<file path="src/source/cpu_pkg.sv">
`default_nettype none

package cpu_pkg;

	localparam int XLEN = 32;
	localparam int MUL_LATENCY = 2;
	localparam int MUL_CNT_W = $clog2(MUL_LATENCY + 1);

	typedef logic [XLEN-1:0] word_t;
	typedef logic [7:0] tag_t; // Tag 0 is the reset value.
	typedef logic [4:0] reg_idx_t;
	typedef logic [2:0] mem_width_t; // Bytes per access, 0 for none.

	// RV32 major opcodes.
	localparam logic [6:0] OPC_LOAD   = 7'b0000011;
	localparam logic [6:0] OPC_OP_IMM = 7'b0010011;
	localparam logic [6:0] OPC_AUIPC  = 7'b0010111;
	localparam logic [6:0] OPC_STORE  = 7'b0100011;
	localparam logic [6:0] OPC_OP     = 7'b0110011;
	localparam logic [6:0] OPC_LUI    = 7'b0110111;
	localparam logic [6:0] OPC_BRANCH = 7'b1100011;
	localparam logic [6:0] OPC_JALR   = 7'b1100111;
	localparam logic [6:0] OPC_JAL    = 7'b1101111;

	typedef enum logic [3:0] {
		ALU_ADD, ALU_SUB, ALU_SLL, ALU_SLT, ALU_SLTU, ALU_XOR, ALU_SRL, ALU_SRA,
		ALU_OR, ALU_AND, ALU_EQ, ALU_NE, ALU_LT, ALU_GE, ALU_LTU, ALU_GEU
	} alu_op_t;

	typedef enum logic [3:0] {
		CLS_ALU, CLS_BRANCH, CLS_JAL, CLS_JALR, CLS_LUI, CLS_AUIPC,
		CLS_LOAD, CLS_STORE, CLS_MUL, CLS_DIV, CLS_ILLEGAL
	} op_class_t;

	// Order follows funct3[1:0].
	typedef enum logic [1:0] {MUL_MUL, MUL_MULH, MUL_MULHSU, MUL_MULHU} mul_op_t;
	typedef enum logic [1:0] {DIV_DIV, DIV_DIVU, DIV_REM, DIV_REMU} div_op_t;

	typedef struct packed {
		tag_t tag;
		word_t pc;
		word_t instruction;
		word_t rs1;
		word_t rs2;
	} exec_req_t;

	typedef struct packed {
		op_class_t cls;
		alu_op_t alu_op;
		mul_op_t mul_op;
		div_op_t div_op;
		word_t imm;
		reg_idx_t rd;
		mem_width_t mem_width;
		logic mem_signed;
	} decoded_t;

	typedef struct packed {
		tag_t tag;
		reg_idx_t rd;
		word_t rd_value;
		logic branch_taken;
		word_t pc_next;
		logic mem_read;
		logic mem_write;
		mem_width_t mem_width;
		logic mem_signed;
		word_t mem_address;
		logic illegal;
	} exec_result_t;

endpackage

`default_nettype wire

</file>
<file path="src/source/cpu_decode.sv">
`timescale 1ns/1ps
`default_nettype none

module cpu_decode (
	input wire cpu_pkg::word_t i_instruction,
	output cpu_pkg::decoded_t o_dec
);
	import cpu_pkg::*;

	logic [6:0] opcode;
	logic [2:0] funct3;
	logic [6:0] funct7;
	word_t imm_i, imm_s, imm_b, imm_u, imm_j;
	mem_width_t access_width;

	assign opcode = i_instruction[6:0];
	assign funct3 = i_instruction[14:12];
	assign funct7 = i_instruction[31:25];

	assign imm_i = {{20{i_instruction[31]}}, i_instruction[31:20]};
	assign imm_s = {{20{i_instruction[31]}}, i_instruction[31:25], i_instruction[11:7]};
	assign imm_b = {{19{i_instruction[31]}}, i_instruction[31], i_instruction[7],
		i_instruction[30:25], i_instruction[11:8], 1'b0};
	assign imm_u = {i_instruction[31:12], 12'b0};
	assign imm_j = {{11{i_instruction[31]}}, i_instruction[31], i_instruction[19:12],
		i_instruction[20], i_instruction[30:21], 1'b0};

	assign access_width = mem_width_t'(3'd1 << funct3[1:0]); // 1, 2 or 4 bytes.

	function automatic alu_op_t alu_from_funct(input logic [2:0] f3, input logic alt);
		case (f3)
			3'b000: return alt ? ALU_SUB : ALU_ADD;
			3'b001: return ALU_SLL;
			3'b010: return ALU_SLT;
			3'b011: return ALU_SLTU;
			3'b100: return ALU_XOR;
			3'b101: return alt ? ALU_SRA : ALU_SRL;
			3'b110: return ALU_OR;
			default: return ALU_AND;
		endcase
	endfunction

	always_comb begin
		o_dec = '0;
		o_dec.cls = CLS_ILLEGAL;
		o_dec.rd = i_instruction[11:7];
		case (opcode)
			OPC_LUI: begin
				o_dec.cls = CLS_LUI;
				o_dec.imm = imm_u;
			end
			OPC_AUIPC: begin
				o_dec.cls = CLS_AUIPC;
				o_dec.imm = imm_u;
			end
			OPC_JAL: begin
				o_dec.cls = CLS_JAL;
				o_dec.imm = imm_j;
			end
			OPC_JALR: begin
				o_dec.imm = imm_i;
				if (funct3 == 3'b000)
					o_dec.cls = CLS_JALR;
			end
			OPC_BRANCH: begin
				o_dec.imm = imm_b;
				o_dec.cls = CLS_BRANCH;
				case (funct3)
					3'b000: o_dec.alu_op = ALU_EQ;
					3'b001: o_dec.alu_op = ALU_NE;
					3'b100: o_dec.alu_op = ALU_LT;
					3'b101: o_dec.alu_op = ALU_GE;
					3'b110: o_dec.alu_op = ALU_LTU;
					3'b111: o_dec.alu_op = ALU_GEU;
					default: o_dec.cls = CLS_ILLEGAL;
				endcase
			end
			OPC_LOAD: begin
				o_dec.imm = imm_i;
				if (funct3 inside {3'b000, 3'b001, 3'b010, 3'b100, 3'b101}) begin
					o_dec.cls = CLS_LOAD;
					o_dec.mem_width = access_width;
					o_dec.mem_signed = !funct3[2] && funct3[1:0] != 2'b10; // lw is unsigned.
				end
			end
			OPC_STORE: begin
				o_dec.imm = imm_s;
				if (funct3 inside {3'b000, 3'b001, 3'b010}) begin
					o_dec.cls = CLS_STORE;
					o_dec.mem_width = access_width;
				end
			end
			OPC_OP_IMM: begin
				o_dec.imm = imm_i;
				o_dec.alu_op = alu_from_funct(funct3, funct3 == 3'b101 && funct7[5]);
				if ((funct3 != 3'b001 && funct3 != 3'b101) ||
						funct7 == 7'b0000000 ||
						(funct3 == 3'b101 && funct7 == 7'b0100000))
					o_dec.cls = CLS_ALU;
			end
			OPC_OP: begin
				o_dec.alu_op = alu_from_funct(funct3, funct7[5]);
				o_dec.mul_op = mul_op_t'(funct3[1:0]);
				o_dec.div_op = div_op_t'(funct3[1:0]);
				if (funct7 == 7'b0000001)
					o_dec.cls = funct3[2] ? CLS_DIV : CLS_MUL;
				else if (funct7 == 7'b0000000 ||
						(funct7 == 7'b0100000 && (funct3 == 3'b000 || funct3 == 3'b101)))
					o_dec.cls = CLS_ALU;
			end
			default: ; // Fence, system and unknown opcodes stay illegal.
		endcase
		if (o_dec.cls inside {CLS_BRANCH, CLS_STORE, CLS_ILLEGAL})
			o_dec.rd = '0; // No register write.
	end

endmodule

`default_nettype wire

</file>
<file path="src/source/cpu_alu.sv">
`timescale 1ns/1ps
`default_nettype none

module cpu_alu (
	input wire cpu_pkg::alu_op_t i_op,
	input wire cpu_pkg::word_t i_op1,
	input wire cpu_pkg::word_t i_op2,
	output cpu_pkg::word_t o_result
);
	import cpu_pkg::*;

	logic [4:0] shamt;
	logic equal;
	logic signed_lt;
	logic unsigned_lt;

	assign shamt = i_op2[4:0];
	assign equal = (i_op1 == i_op2);
	assign signed_lt = ($signed(i_op1) < $signed(i_op2));
	assign unsigned_lt = (i_op1 < i_op2);

	// Compares return 1 or 0 in the low bit.
	always_comb begin
		case (i_op)
			ALU_ADD:  o_result = i_op1 + i_op2;
			ALU_SUB:  o_result = i_op1 - i_op2;
			ALU_SLL:  o_result = i_op1 << shamt;
			ALU_SLT:  o_result = {{(XLEN-1){1'b0}}, signed_lt};
			ALU_SLTU: o_result = {{(XLEN-1){1'b0}}, unsigned_lt};
			ALU_XOR:  o_result = i_op1 ^ i_op2;
			ALU_SRL:  o_result = i_op1 >> shamt;
			ALU_SRA:  o_result = $signed(i_op1) >>> shamt;
			ALU_OR:   o_result = i_op1 | i_op2;
			ALU_AND:  o_result = i_op1 & i_op2;
			ALU_EQ:   o_result = {{(XLEN-1){1'b0}}, equal};
			ALU_NE:   o_result = {{(XLEN-1){1'b0}}, !equal};
			ALU_LT:   o_result = {{(XLEN-1){1'b0}}, signed_lt};
			ALU_GE:   o_result = {{(XLEN-1){1'b0}}, !signed_lt};
			ALU_LTU:  o_result = {{(XLEN-1){1'b0}}, unsigned_lt};
			ALU_GEU:  o_result = {{(XLEN-1){1'b0}}, !unsigned_lt};
			default:  o_result = '0;
		endcase
	end

endmodule

`default_nettype wire

</file>
<file path="src/source/cpu_multiply.sv">
`timescale 1ns/1ps
`default_nettype none

module cpu_multiply (
	input wire i_clock,
	input wire i_rst_n,
	input wire cpu_pkg::mul_op_t i_op,
	input wire cpu_pkg::word_t i_op1,
	input wire cpu_pkg::word_t i_op2,
	output cpu_pkg::word_t o_result
);
	import cpu_pkg::*;

	logic op1_signed;
	logic op2_signed;
	logic signed [XLEN:0] op1_q, op2_q;
	logic signed [2*XLEN+1:0] product_q;
	mul_op_t op_q1, op_q2;

	// Only mulh and mulhsu treat rs1 as signed, only mulh treats rs2 as signed.
	assign op1_signed = (i_op == MUL_MULH) || (i_op == MUL_MULHSU);
	assign op2_signed = (i_op == MUL_MULH);

	always_ff @(posedge i_clock) begin
		op1_q <= {op1_signed & i_op1[XLEN-1], i_op1};
		op2_q <= {op2_signed & i_op2[XLEN-1], i_op2};
		product_q <= op1_q * op2_q;
	end

	always_ff @(posedge i_clock or negedge i_rst_n) begin
		if (!i_rst_n) begin
			op_q1 <= MUL_MUL;
			op_q2 <= MUL_MUL;
		end else begin
			op_q1 <= i_op;
			op_q2 <= op_q1; // Travels alongside the product.
		end
	end

	assign o_result = (op_q2 == MUL_MUL) ? product_q[XLEN-1:0] : product_q[2*XLEN-1:XLEN];

	a_op_known: assert property (@(posedge i_clock) disable iff (!i_rst_n)
		!$isunknown(op_q2));

endmodule

`default_nettype wire

</file>
<file path="src/source/cpu_divide.sv">
`timescale 1ns/1ps
`default_nettype none

module cpu_divide (
	input wire i_clock,
	input wire i_rst_n,
	input wire i_start,
	input wire cpu_pkg::div_op_t i_op,
	input wire cpu_pkg::word_t i_numerator,
	input wire cpu_pkg::word_t i_denominator,
	output logic o_busy,
	output logic o_done,
	output cpu_pkg::word_t o_result
);
	import cpu_pkg::*;

	typedef enum logic [1:0] {ST_IDLE, ST_RUN, ST_FIX, ST_DONE} state_t;

	state_t state;
	logic [$clog2(XLEN)-1:0] count;
	div_op_t op_q;
	word_t numerator_q, divisor_q, quotient_q, remainder_q, result_q;
	logic neg_quotient, neg_remainder;
	logic is_signed;
	word_t num_mag, den_mag;
	logic [XLEN:0] shifted, diff;

	assign is_signed = (i_op == DIV_DIV) || (i_op == DIV_REM);
	assign num_mag = (is_signed && i_numerator[XLEN-1]) ? -i_numerator : i_numerator;
	assign den_mag = (is_signed && i_denominator[XLEN-1]) ? -i_denominator : i_denominator;

	// One restoring step per cycle.
	assign shifted = {remainder_q, quotient_q[XLEN-1]};
	assign diff = shifted - {1'b0, divisor_q};

	always_ff @(posedge i_clock or negedge i_rst_n) begin
		if (!i_rst_n) begin
			state <= ST_IDLE;
			count <= '0;
		end else begin
			case (state)
				ST_IDLE: if (i_start) begin
					state <= ST_RUN;
					count <= '0;
				end
				ST_RUN: begin
					count <= count + 1'b1;
					if (count == $clog2(XLEN)'(XLEN - 1))
						state <= ST_FIX;
				end
				ST_FIX:  state <= ST_DONE;
				default: state <= ST_IDLE;
			endcase
		end
	end

	always_ff @(posedge i_clock) begin
		if (state == ST_IDLE && i_start) begin
			op_q <= i_op;
			numerator_q <= i_numerator;
			divisor_q <= den_mag;
			quotient_q <= num_mag; // Dividend shifts out as quotient shifts in.
			remainder_q <= '0;
			neg_quotient <= is_signed && (i_numerator[XLEN-1] ^ i_denominator[XLEN-1]);
			neg_remainder <= is_signed && i_numerator[XLEN-1];
		end else if (state == ST_RUN) begin
			remainder_q <= diff[XLEN] ? shifted[XLEN-1:0] : diff[XLEN-1:0];
			quotient_q <= {quotient_q[XLEN-2:0], !diff[XLEN]};
		end else if (state == ST_FIX) begin
			// Most negative over -1 already yields itself and a zero remainder.
			if (divisor_q == '0)
				result_q <= (op_q == DIV_DIV || op_q == DIV_DIVU) ? '1 : numerator_q;
			else if (op_q == DIV_DIV || op_q == DIV_DIVU)
				result_q <= neg_quotient ? -quotient_q : quotient_q;
			else
				result_q <= neg_remainder ? -remainder_q : remainder_q;
		end
	end

	assign o_busy = (state != ST_IDLE);
	assign o_done = (state == ST_DONE);
	assign o_result = result_q;

	a_no_restart: assert property (@(posedge i_clock) disable iff (!i_rst_n)
		i_start |-> !o_busy);

endmodule

`default_nettype wire

</file>
<file path="src/source/cpu_execute.sv">
`timescale 1ns/1ps
`default_nettype none

module cpu_execute (
	input wire i_clock,
	input wire i_rst_n,
	input wire i_stall,
	input wire cpu_pkg::exec_req_t i_req,
	input wire cpu_pkg::decoded_t i_dec,
	output cpu_pkg::exec_result_t o_result,
	output logic o_stall
);
	import cpu_pkg::*;

	typedef enum logic [1:0] {ST_IDLE, ST_MUL, ST_DIV} state_t;

	state_t state;
	logic [MUL_CNT_W-1:0] mul_count;
	logic new_req;
	logic div_start, div_busy, div_done, div_seen;
	word_t alu_op2, alu_result, mul_result, div_result;
	word_t pc_plus_4, pc_plus_imm, rs1_plus_imm;
	exec_result_t single_res, multi_res;

	assign new_req = (i_req.tag != o_result.tag); // Tag mismatch marks a new request.
	assign alu_op2 = (i_req.instruction[6:0] == OPC_OP_IMM) ? i_dec.imm : i_req.rs2;
	assign pc_plus_4 = i_req.pc + 32'd4;
	assign pc_plus_imm = i_req.pc + i_dec.imm;
	assign rs1_plus_imm = i_req.rs1 + i_dec.imm;
	assign div_start = !i_stall && state == ST_IDLE && new_req && i_dec.cls == CLS_DIV;

	cpu_alu cpu_alu_i (
		.i_op(i_dec.alu_op),
		.i_op1(i_req.rs1),
		.i_op2(alu_op2),
		.o_result(alu_result)
	);

	// Operands come straight from the held request.
	cpu_multiply cpu_multiply_i (
		.i_clock(i_clock),
		.i_rst_n(i_rst_n),
		.i_op(i_dec.mul_op),
		.i_op1(i_req.rs1),
		.i_op2(i_req.rs2),
		.o_result(mul_result)
	);

	cpu_divide cpu_divide_i (
		.i_clock(i_clock),
		.i_rst_n(i_rst_n),
		.i_start(div_start),
		.i_op(i_dec.div_op),
		.i_numerator(i_req.rs1),
		.i_denominator(i_req.rs2),
		.o_busy(div_busy),
		.o_done(div_done),
		.o_result(div_result)
	);

	always_comb begin
		single_res = '0;
		single_res.tag = i_req.tag;
		single_res.rd = i_dec.rd;
		single_res.pc_next = pc_plus_4;
		case (i_dec.cls)
			CLS_ALU: single_res.rd_value = alu_result;
			CLS_BRANCH: begin
				single_res.branch_taken = alu_result[0];
				if (alu_result[0])
					single_res.pc_next = pc_plus_imm;
			end
			CLS_JAL, CLS_JALR: begin
				single_res.rd_value = pc_plus_4; // Link value.
				single_res.branch_taken = 1'b1;
				single_res.pc_next = (i_dec.cls == CLS_JAL) ? pc_plus_imm :
					{rs1_plus_imm[XLEN-1:1], 1'b0};
			end
			CLS_LUI:   single_res.rd_value = i_dec.imm;
			CLS_AUIPC: single_res.rd_value = pc_plus_imm;
			CLS_LOAD, CLS_STORE: begin
				single_res.mem_read = (i_dec.cls == CLS_LOAD);
				single_res.mem_write = (i_dec.cls == CLS_STORE);
				single_res.mem_width = i_dec.mem_width;
				single_res.mem_signed = i_dec.mem_signed;
				single_res.mem_address = rs1_plus_imm;
				if (i_dec.cls == CLS_STORE)
					single_res.rd_value = i_req.rs2; // Store data.
			end
			default: single_res.illegal = 1'b1; // Mul and div never take this path.
		endcase
	end

	always_comb begin
		multi_res = '0;
		multi_res.tag = i_req.tag;
		multi_res.rd = i_dec.rd;
		multi_res.rd_value = (state == ST_MUL) ? mul_result : div_result;
		multi_res.pc_next = pc_plus_4;
	end

	always_ff @(posedge i_clock or negedge i_rst_n) begin
		if (!i_rst_n) begin
			state <= ST_IDLE;
			mul_count <= '0;
			div_seen <= 1'b0;
			o_result <= '0;
		end else begin
			if (div_done)
				div_seen <= 1'b1; // Keep a done pulse that lands in a stall.
			if (!i_stall) begin
				case (state)
					ST_IDLE: if (new_req) begin
						case (i_dec.cls)
							CLS_MUL: begin
								state <= ST_MUL;
								mul_count <= '0;
							end
							CLS_DIV: state <= ST_DIV;
							default: o_result <= single_res;
						endcase
					end
					ST_MUL: begin
						if (mul_count == MUL_CNT_W'(MUL_LATENCY)) begin
							o_result <= multi_res;
							state <= ST_IDLE;
						end else begin
							mul_count <= mul_count + 1'b1;
						end
					end
					ST_DIV: if (div_done || div_seen) begin
						o_result <= multi_res;
						div_seen <= 1'b0;
						state <= ST_IDLE;
					end
					default: state <= ST_IDLE;
				endcase
			end
		end
	end

	assign o_stall = (state != ST_IDLE);

	a_mem_exclusive: assert property (@(posedge i_clock) disable iff (!i_rst_n)
		!(o_result.mem_read && o_result.mem_write));

	// Divider stays busy until its result has been seen.
	a_div_tracks: assert property (@(posedge i_clock) disable iff (!i_rst_n)
		(state == ST_DIV && !div_seen) |-> div_busy);

endmodule

`default_nettype wire

</file>
<file path="src/source/cpu_execute_top.sv">
`timescale 1ns/1ps
`default_nettype none

module cpu_execute_top (
	input wire i_clock,
	input wire i_rst_n,
	input wire i_stall,
	input wire cpu_pkg::exec_req_t i_req,
	output cpu_pkg::exec_result_t o_result,
	output logic o_stall
);
	import cpu_pkg::*;

	decoded_t dec;

	cpu_decode cpu_decode_i (
		.i_instruction(i_req.instruction),
		.o_dec(dec)
	);

	cpu_execute cpu_execute_i (
		.i_clock(i_clock),
		.i_rst_n(i_rst_n),
		.i_stall(i_stall),
		.i_req(i_req),
		.i_dec(dec),
		.o_result(o_result),
		.o_stall(o_stall)
	);

endmodule

`default_nettype wire

</file>
<file path="config.mk">
export PLATFORM = sky130hd
export DESIGN_NAME = cpu_execute_top
export DESIGN_NICKNAME = d
export VERILOG_FILES = /design/src/source/cpu_pkg.sv /design/src/source/cpu_decode.sv /design/src/source/cpu_alu.sv /design/src/source/cpu_multiply.sv /design/src/source/cpu_divide.sv /design/src/source/cpu_execute.sv /design/src/source/cpu_execute_top.sv
export SDC_FILE = /design/constraint.sdc
export NUM_CORES = 2
export LEC_CHECK = 0
export ABC_AREA = 1
export BUFFER_PORTS_ARGS = -buffer_cell sky130_fd_sc_hd__clkbuf_2
export CAP_MARGIN = 0
export CELL_PAD_IN_SITES_DETAIL_PLACEMENT = 0
export CELL_PAD_IN_SITES_GLOBAL_PLACEMENT = 2
export CORE_MARGIN = 2
export CORE_UTILIZATION = 38
export DETAILED_ROUTE_END_ITERATION = 10
export GPL_TIMING_DRIVEN = 0
export HOLD_SLACK_MARGIN = 0.03
export PLACE_DENSITY_LB_ADDON = 0.1
export SLEW_MARGIN = 20
export SYNTH_ARGS = -nofsm -noshare
export SYNTH_HDL_FRONTEND = slang
export SYNTH_SLANG_ARGS = --single-unit
</file>
<file path="constraint.sdc">
create_clock -name i_clock -period 9.8 [get_ports i_clock]
set_input_delay 1.47 -clock i_clock [delete_from_list [all_inputs] [get_ports i_clock]]
set_output_delay 1.47 -clock i_clock [all_outputs]
set_load 0.1 [all_outputs]
</file>
Yosys cells after proc, flatten, opt, wreduce, memory -nomap -nowiden:

Cells that the tools add are included.

* add/subtract/negate cells: 12
* equal/unequal tests: 68
* muxes and demuxes: 68
* reduce and logical (&&, ||, !) cells: 59
* multiply operators: 1
* shifts and indexed selects: 4
* bitwise operators: 9
* magnitude comparators: 2

Operator list (number)
* $mux W32: 16
* $mux W117: 4
* $pmux W32 S14: 1
* $pmux W117 S3: 1
* $pmux W32 S5: 2
* $neg A32 Y32: 4
* $add A32 B32 Y32: 3
* $pmux W33 S2: 1
* $lt A32 B32 Y1: 2
* $mul A33 B33 Y64: 1
* $pmux W4 S7: 2
* $eq A4 B4 Y1 const B: 11
* $mux W38: 1
* $mux W4: 9
* $pmux W4 S9: 1
* $sub A33 B32 Y33: 1
* $add A32 B3 Y32 const B: 1
* $and A32 B32 Y32: 1
* $eq A32 B32 Y1: 1
* $eq A4 B3 Y1 const B: 8
* $logic_not A32 Y1: 1
* $or A32 B32 Y32: 1
* $shl A32 B5 Y32: 1
* $shr A32 B5 Y32: 1
* other kinds (55): 148

* word-level logic and storage cells: 252
* register bits: 427
* input bits: 139

Logic depth before layout (Yosys ltp):

* depth in word-level cells: 13
* depth in mapped cells: 37
* mapped depth without buffers: 35

Modules after synthesis:

Synthesis repeated with hierarchy kept, for this count alone.

* cells, all modules: 11893
* area, all modules: 81346.8 um2

Modules (own cells, without submodules)
* cpu_multiply: sequential area each 2702.6 um2, instances 1, cells an instance 5550, area an instance 44163.6 um2
* cpu_divide: sequential area each 4749.6 um2, instances 1, cells an instance 1972, area an instance 13237.7 um2
* cpu_execute: sequential area each 3052.9 um2, instances 1, cells an instance 2206, area an instance 13215.2 um2
* cpu_alu: sequential area each 0.0 um2, instances 1, cells an instance 1975, area an instance 9703.1 um2
* cpu_decode: sequential area each 0.0 um2, instances 1, cells an instance 190, area an instance 1027.2 um2

Worst setup path after synthesis:

No wires, ideal clock.

* kind: register -> register
* start: reg cpu_execute_i.cpu_multiply_i.op2_q[1]
* end: reg cpu_execute_i.cpu_multiply_i.product_q[63]
* period minus slack after synthesis: 7004 ps
* setup slack: 2796 ps
* stages on the path, launching flop included: 25
* data arrival time: 6890 ps
* buffers on the path: 2
* path through: dfxtp_1 -> clkbuf_1 -> clkbuf_1 -> nand2_1 -> inv_1 -> fa_1 -> fa_1 -> fa_1 -> fa_1 -> fa_1 -> fa_1 -> fa_1 -> inv_1 -> fa_1 -> inv_1 -> ha_1 -> a21oi_1 -> inv_1 -> a21oi_1 -> o21ai_0 -> a21oi_1 -> o21ai_0 -> a21oi_1 -> xor2_1 -> inv_1

* longest elaborated chain between the ends: 1

RTL lines
* from (decl): line cpu_multiply.sv:16 `logic signed [XLEN:0] op1_q, op2_q;`
* from (signal assigned): line cpu_multiply.sv:26 `op2_q <= {op2_signed & i_op2[XLEN-1], i_op2};`
* $mul A33 B33 Y64: line cpu_multiply.sv:27 `product_q <= op1_q * op2_q;`
* to (signal assigned): line cpu_multiply.sv:27
* to (decl): line cpu_multiply.sv:17 `logic signed [2*XLEN+1:0] product_q;`

Every way passes these cells.
A chain may end at the register's enable or synchronous reset.

Worst setup path in the final report:

* start: reg cpu_execute_i.cpu_multiply_i.op2_q[8]
* end: reg cpu_execute_i.cpu_multiply_i.product_q[62]

The elaborated chain is that of the path after synthesis.

==> flow_summary.toml <==
[timing]
skew_ps = 44.68
fmaxAchievable_mhz = 104.1
setup_violations = 0
fin_crit_ps = 9603
timing.hold.ws_ps = 349.7
rsz0062_at_grt = "false"
period_share_pct = 97.99
slew_violations = 0
setup_tns_ps = 0
finalHoldViolations = 0
tightest_slew_ps = 1301
slew_headroom_pct = 13.25

[clock_tree]
cts-htree-levels = 2
clock_latency_ps = 680
clk_pin_slew_ps = 60
cts_resized = 0
clock_sinks = 426
cts_tree = "built"
ctsHoldBuffers = 0
clock-root-buffer = "clkbuf_16"
postCtsSetupBuffers = 0
cts_inserted_buffers = 52
cts_max_path_buffers = 3

[worst_setup_path]
timing.rr.end = "cpu_execute_i.cpu_multiply_i.product_q[62]"
start_kind = "flip-flop"
rr_startpoint = "cpu_execute_i.cpu_multiply_i.op2_q[8]"
crit_arrival_ps = 10140
critPathCaptureType = "flip-flop"
r2r_cells = 27
worstSetupPathType = "reg2reg"
crit_fanout = 10
cp.required_ps = 10330
setup.worst_path.start = "cpu_execute_i.cpu_multiply_i.op2_q[8]"
r2r_setup_slack_ps = 200

[yosys]
ys_types = 63
ys_seq_area_share_pct = 13.91
yosysMostFrequentCell = "nand2_1"
synth_ff_type = "dfxtp_1"
postSynthAreaPerCell_um2 = 7.269
synth_area_leaders = "fa_1, nand2_1, inv_1, ha_1, edfxtp_1"
synth_common_cells = "nand2_1, inv_1, fa_1, nand3_1, nor2_1"
yosysWarnings = 0
netlist.area_leader.share_pct = 29.94
synth_seq_cells = 426
synth_fp_nets = 12088
syn_inst = 10393
yosys.area.top_type = "fa_1"
syn_area_um2 = 75550
synth_edf_count = 131
async_reset_ff_share_pct = 31.22

[flow_run]
maxCapViolations = 0

[detailed_routing]
drt_first_pass_iters = 6
drt-initial-drc-count = 9220
num_vias = 75208
drtAntennaViolNets = 0
routed_wl_um = 430100
drc = 0
avgRoutedWirePerCell_um = 32.07
vias_per_cell = 5.608

[grt]
grt_usage_pct = 42.03
grt_overflow = 0
grt_pass1_wl_um = 590900
antenna_found_initial = 43
grt_pass1_vias = 74339
grt_max_degree = 85

[layout]
fillers = 21244
synthToLayoutAreaGrowth_pct = 8.920
drive_gt1_share_pct = 5.591
final_util_pct = 41.68
nNetsFinal = 12404

[die]
ios = 257
die_w_um = 449.9
die_h_um = 449.9
start_util_pct = 38.27
num_rows = 163
die_area_um2 = 202400
coreArea_um2 = 197400

[hold_path]
hp-start = "cpu_execute_i.cpu_multiply_i.op_q1[0]"
hold_path_class = "reg2reg"
hold-path-cell-count = 0
holdPathEnd = "cpu_execute_i.cpu_multiply_i.op_q2[0]"

[run_status]
outcome = "finished clean"

[placed_design]
port_buffers = 256
dp_hpwl_um = 361100
gp_congestion = 1.091
layout make-up:
cell class	instances	area (µm²)	area share, %
plain buffers	475	2032	2.469
repair buffers	262	1424	1.730
multi-input cells	7167	54360	66.06
clock inverters	29	461.7	0.5611
inverters	2325	8732	10.61
well taps	2640	3303	4.014
flip-flops and latches	426	10510	12.77
diodes	23	57.56	0.06994
clock buffers	65	1411	1.715
worst max path at each step:
stage | endpoint | slack (ps) | depth (start not counted)
2_1_floorplan | cpu_execute_i.cpu_multiply_i.product_q[63] | 2800 | 24
3_3_place_gp | cpu_execute_i.cpu_multiply_i.product_q[63] | -80 | 26
3_5_place_dp | cpu_execute_i.cpu_multiply_i.product_q[52] | 430 | 31
4_1_cts | cpu_execute_i.cpu_multiply_i.product_q[62] | 400 | 27
5_1_grt | cpu_execute_i.cpu_multiply_i.product_q[62] | 50 | 27
6_report | cpu_execute_i.cpu_multiply_i.product_q[62] | 200 | 27
per-stage QoR:
stage	setup WS (ps)	instance area (µm²)	std cells
floorplan	2796	75550	10393
global placement	-75.68	80130	13289
detailed placement	432.3	80350	13295
CTS	400.9	82230	13389
global route	51.58	82250	13395
finish	196.8	82290	13412
routing by layer:
| layer | vias to the layer above | part of all wire, % | GRT usage (%) |
|---|---|---|---|
| met3 | 1119 | 8.8 | 7.632 |
| li1 | 32318 | - | - |
| met5 | - | 0.040 | 0 |
| met1 | 37452 | 38 | 52.52 |
| met2 | 4293 | 43 | 64.09 |
| met4 | 26 | 9.6 | 32.92 |
sequential cells by signal, indices dropped and copies added, names as in the netlist:
signal / flops
cpu_execute_i.o_result: 117
cpu_execute_i.cpu_multiply_i.product_q: 64
cpu_execute_i.cpu_multiply_i.op1_q: 33
cpu_execute_i.cpu_multiply_i.op2_q: 33
cpu_execute_i.cpu_divide_i.divisor_q: 32
cpu_execute_i.cpu_divide_i.numerator_q: 32
cpu_execute_i.cpu_divide_i.o_result: 32
cpu_execute_i.cpu_divide_i.quotient_q: 32
cpu_execute_i.cpu_divide_i.remainder_q: 32
cpu_execute_i.cpu_divide_i.count: 5
cpu_execute_i.cpu_divide_i.state: 2
cpu_execute_i.cpu_multiply_i.op_q1: 2
cpu_execute_i.cpu_multiply_i.op_q2: 2
cpu_execute_i.mul_count: 2
cpu_execute_i.state: 2
cpu_execute_i.cpu_divide_i.neg_quotient: 1
cpu_execute_i.cpu_divide_i.neg_remainder: 1
cpu_execute_i.cpu_divide_i.op_q: 1
cpu_execute_i.div_seen: 1
cells by family after synthesis:
group	count (synthesis)	share of synthesized area [%]
flip-flops	426	13.91
buffers and inverters	2800	14.16
AO/OA/AOI/OAI	1236	9.235
adder cells (fa/ha/maj)	1556	37.00
XOR/XNOR	271	3.142
AND/OR/NAND/NOR	4104	22.56
layout by cell type, fill, tap and decap left out, types with 57 or more instances in the layout:
master,instances
a21oi_1,482
buf_2,68
clkbuf_1,333
clkbuf_2,305
dfrtp_1,133
dfxtp_1,162
edfxtp_1,131
fa_1,1128
ha_1,425
inv_1,2293
nand2_1,2539
nand3_1,660
nand4_1,57
nor2_1,609
nor3_1,89
o211ai_1,61
o21ai_0,403
xnor2_1,75
xor2_1,196
critical path, cell delays in order (launching register included):
cell      delay (ps)
dfxtp_1          310
clkbuf_1         870
clkbuf_1         990
nand2_1          110
inv_1            110
fa_1             550
fa_1             770
inv_1            100
fa_1             500
inv_1             50
fa_1             520
fa_1             450
fa_1             530
fa_1             500
inv_1             50
fa_1             660
inv_1             80
ha_1             380
nand2_1          100
nor2_1           170
inv_1            100
nor4_1           520
nand3_1          140
nand3_1          190
nand2_1           80
o211ai_1         210
a31oi_1          180
xor2_1           180
Power is left out: the tool's default activity adds up to more than one toggle a clock period on the data nets, which glitch-free logic cannot reach.
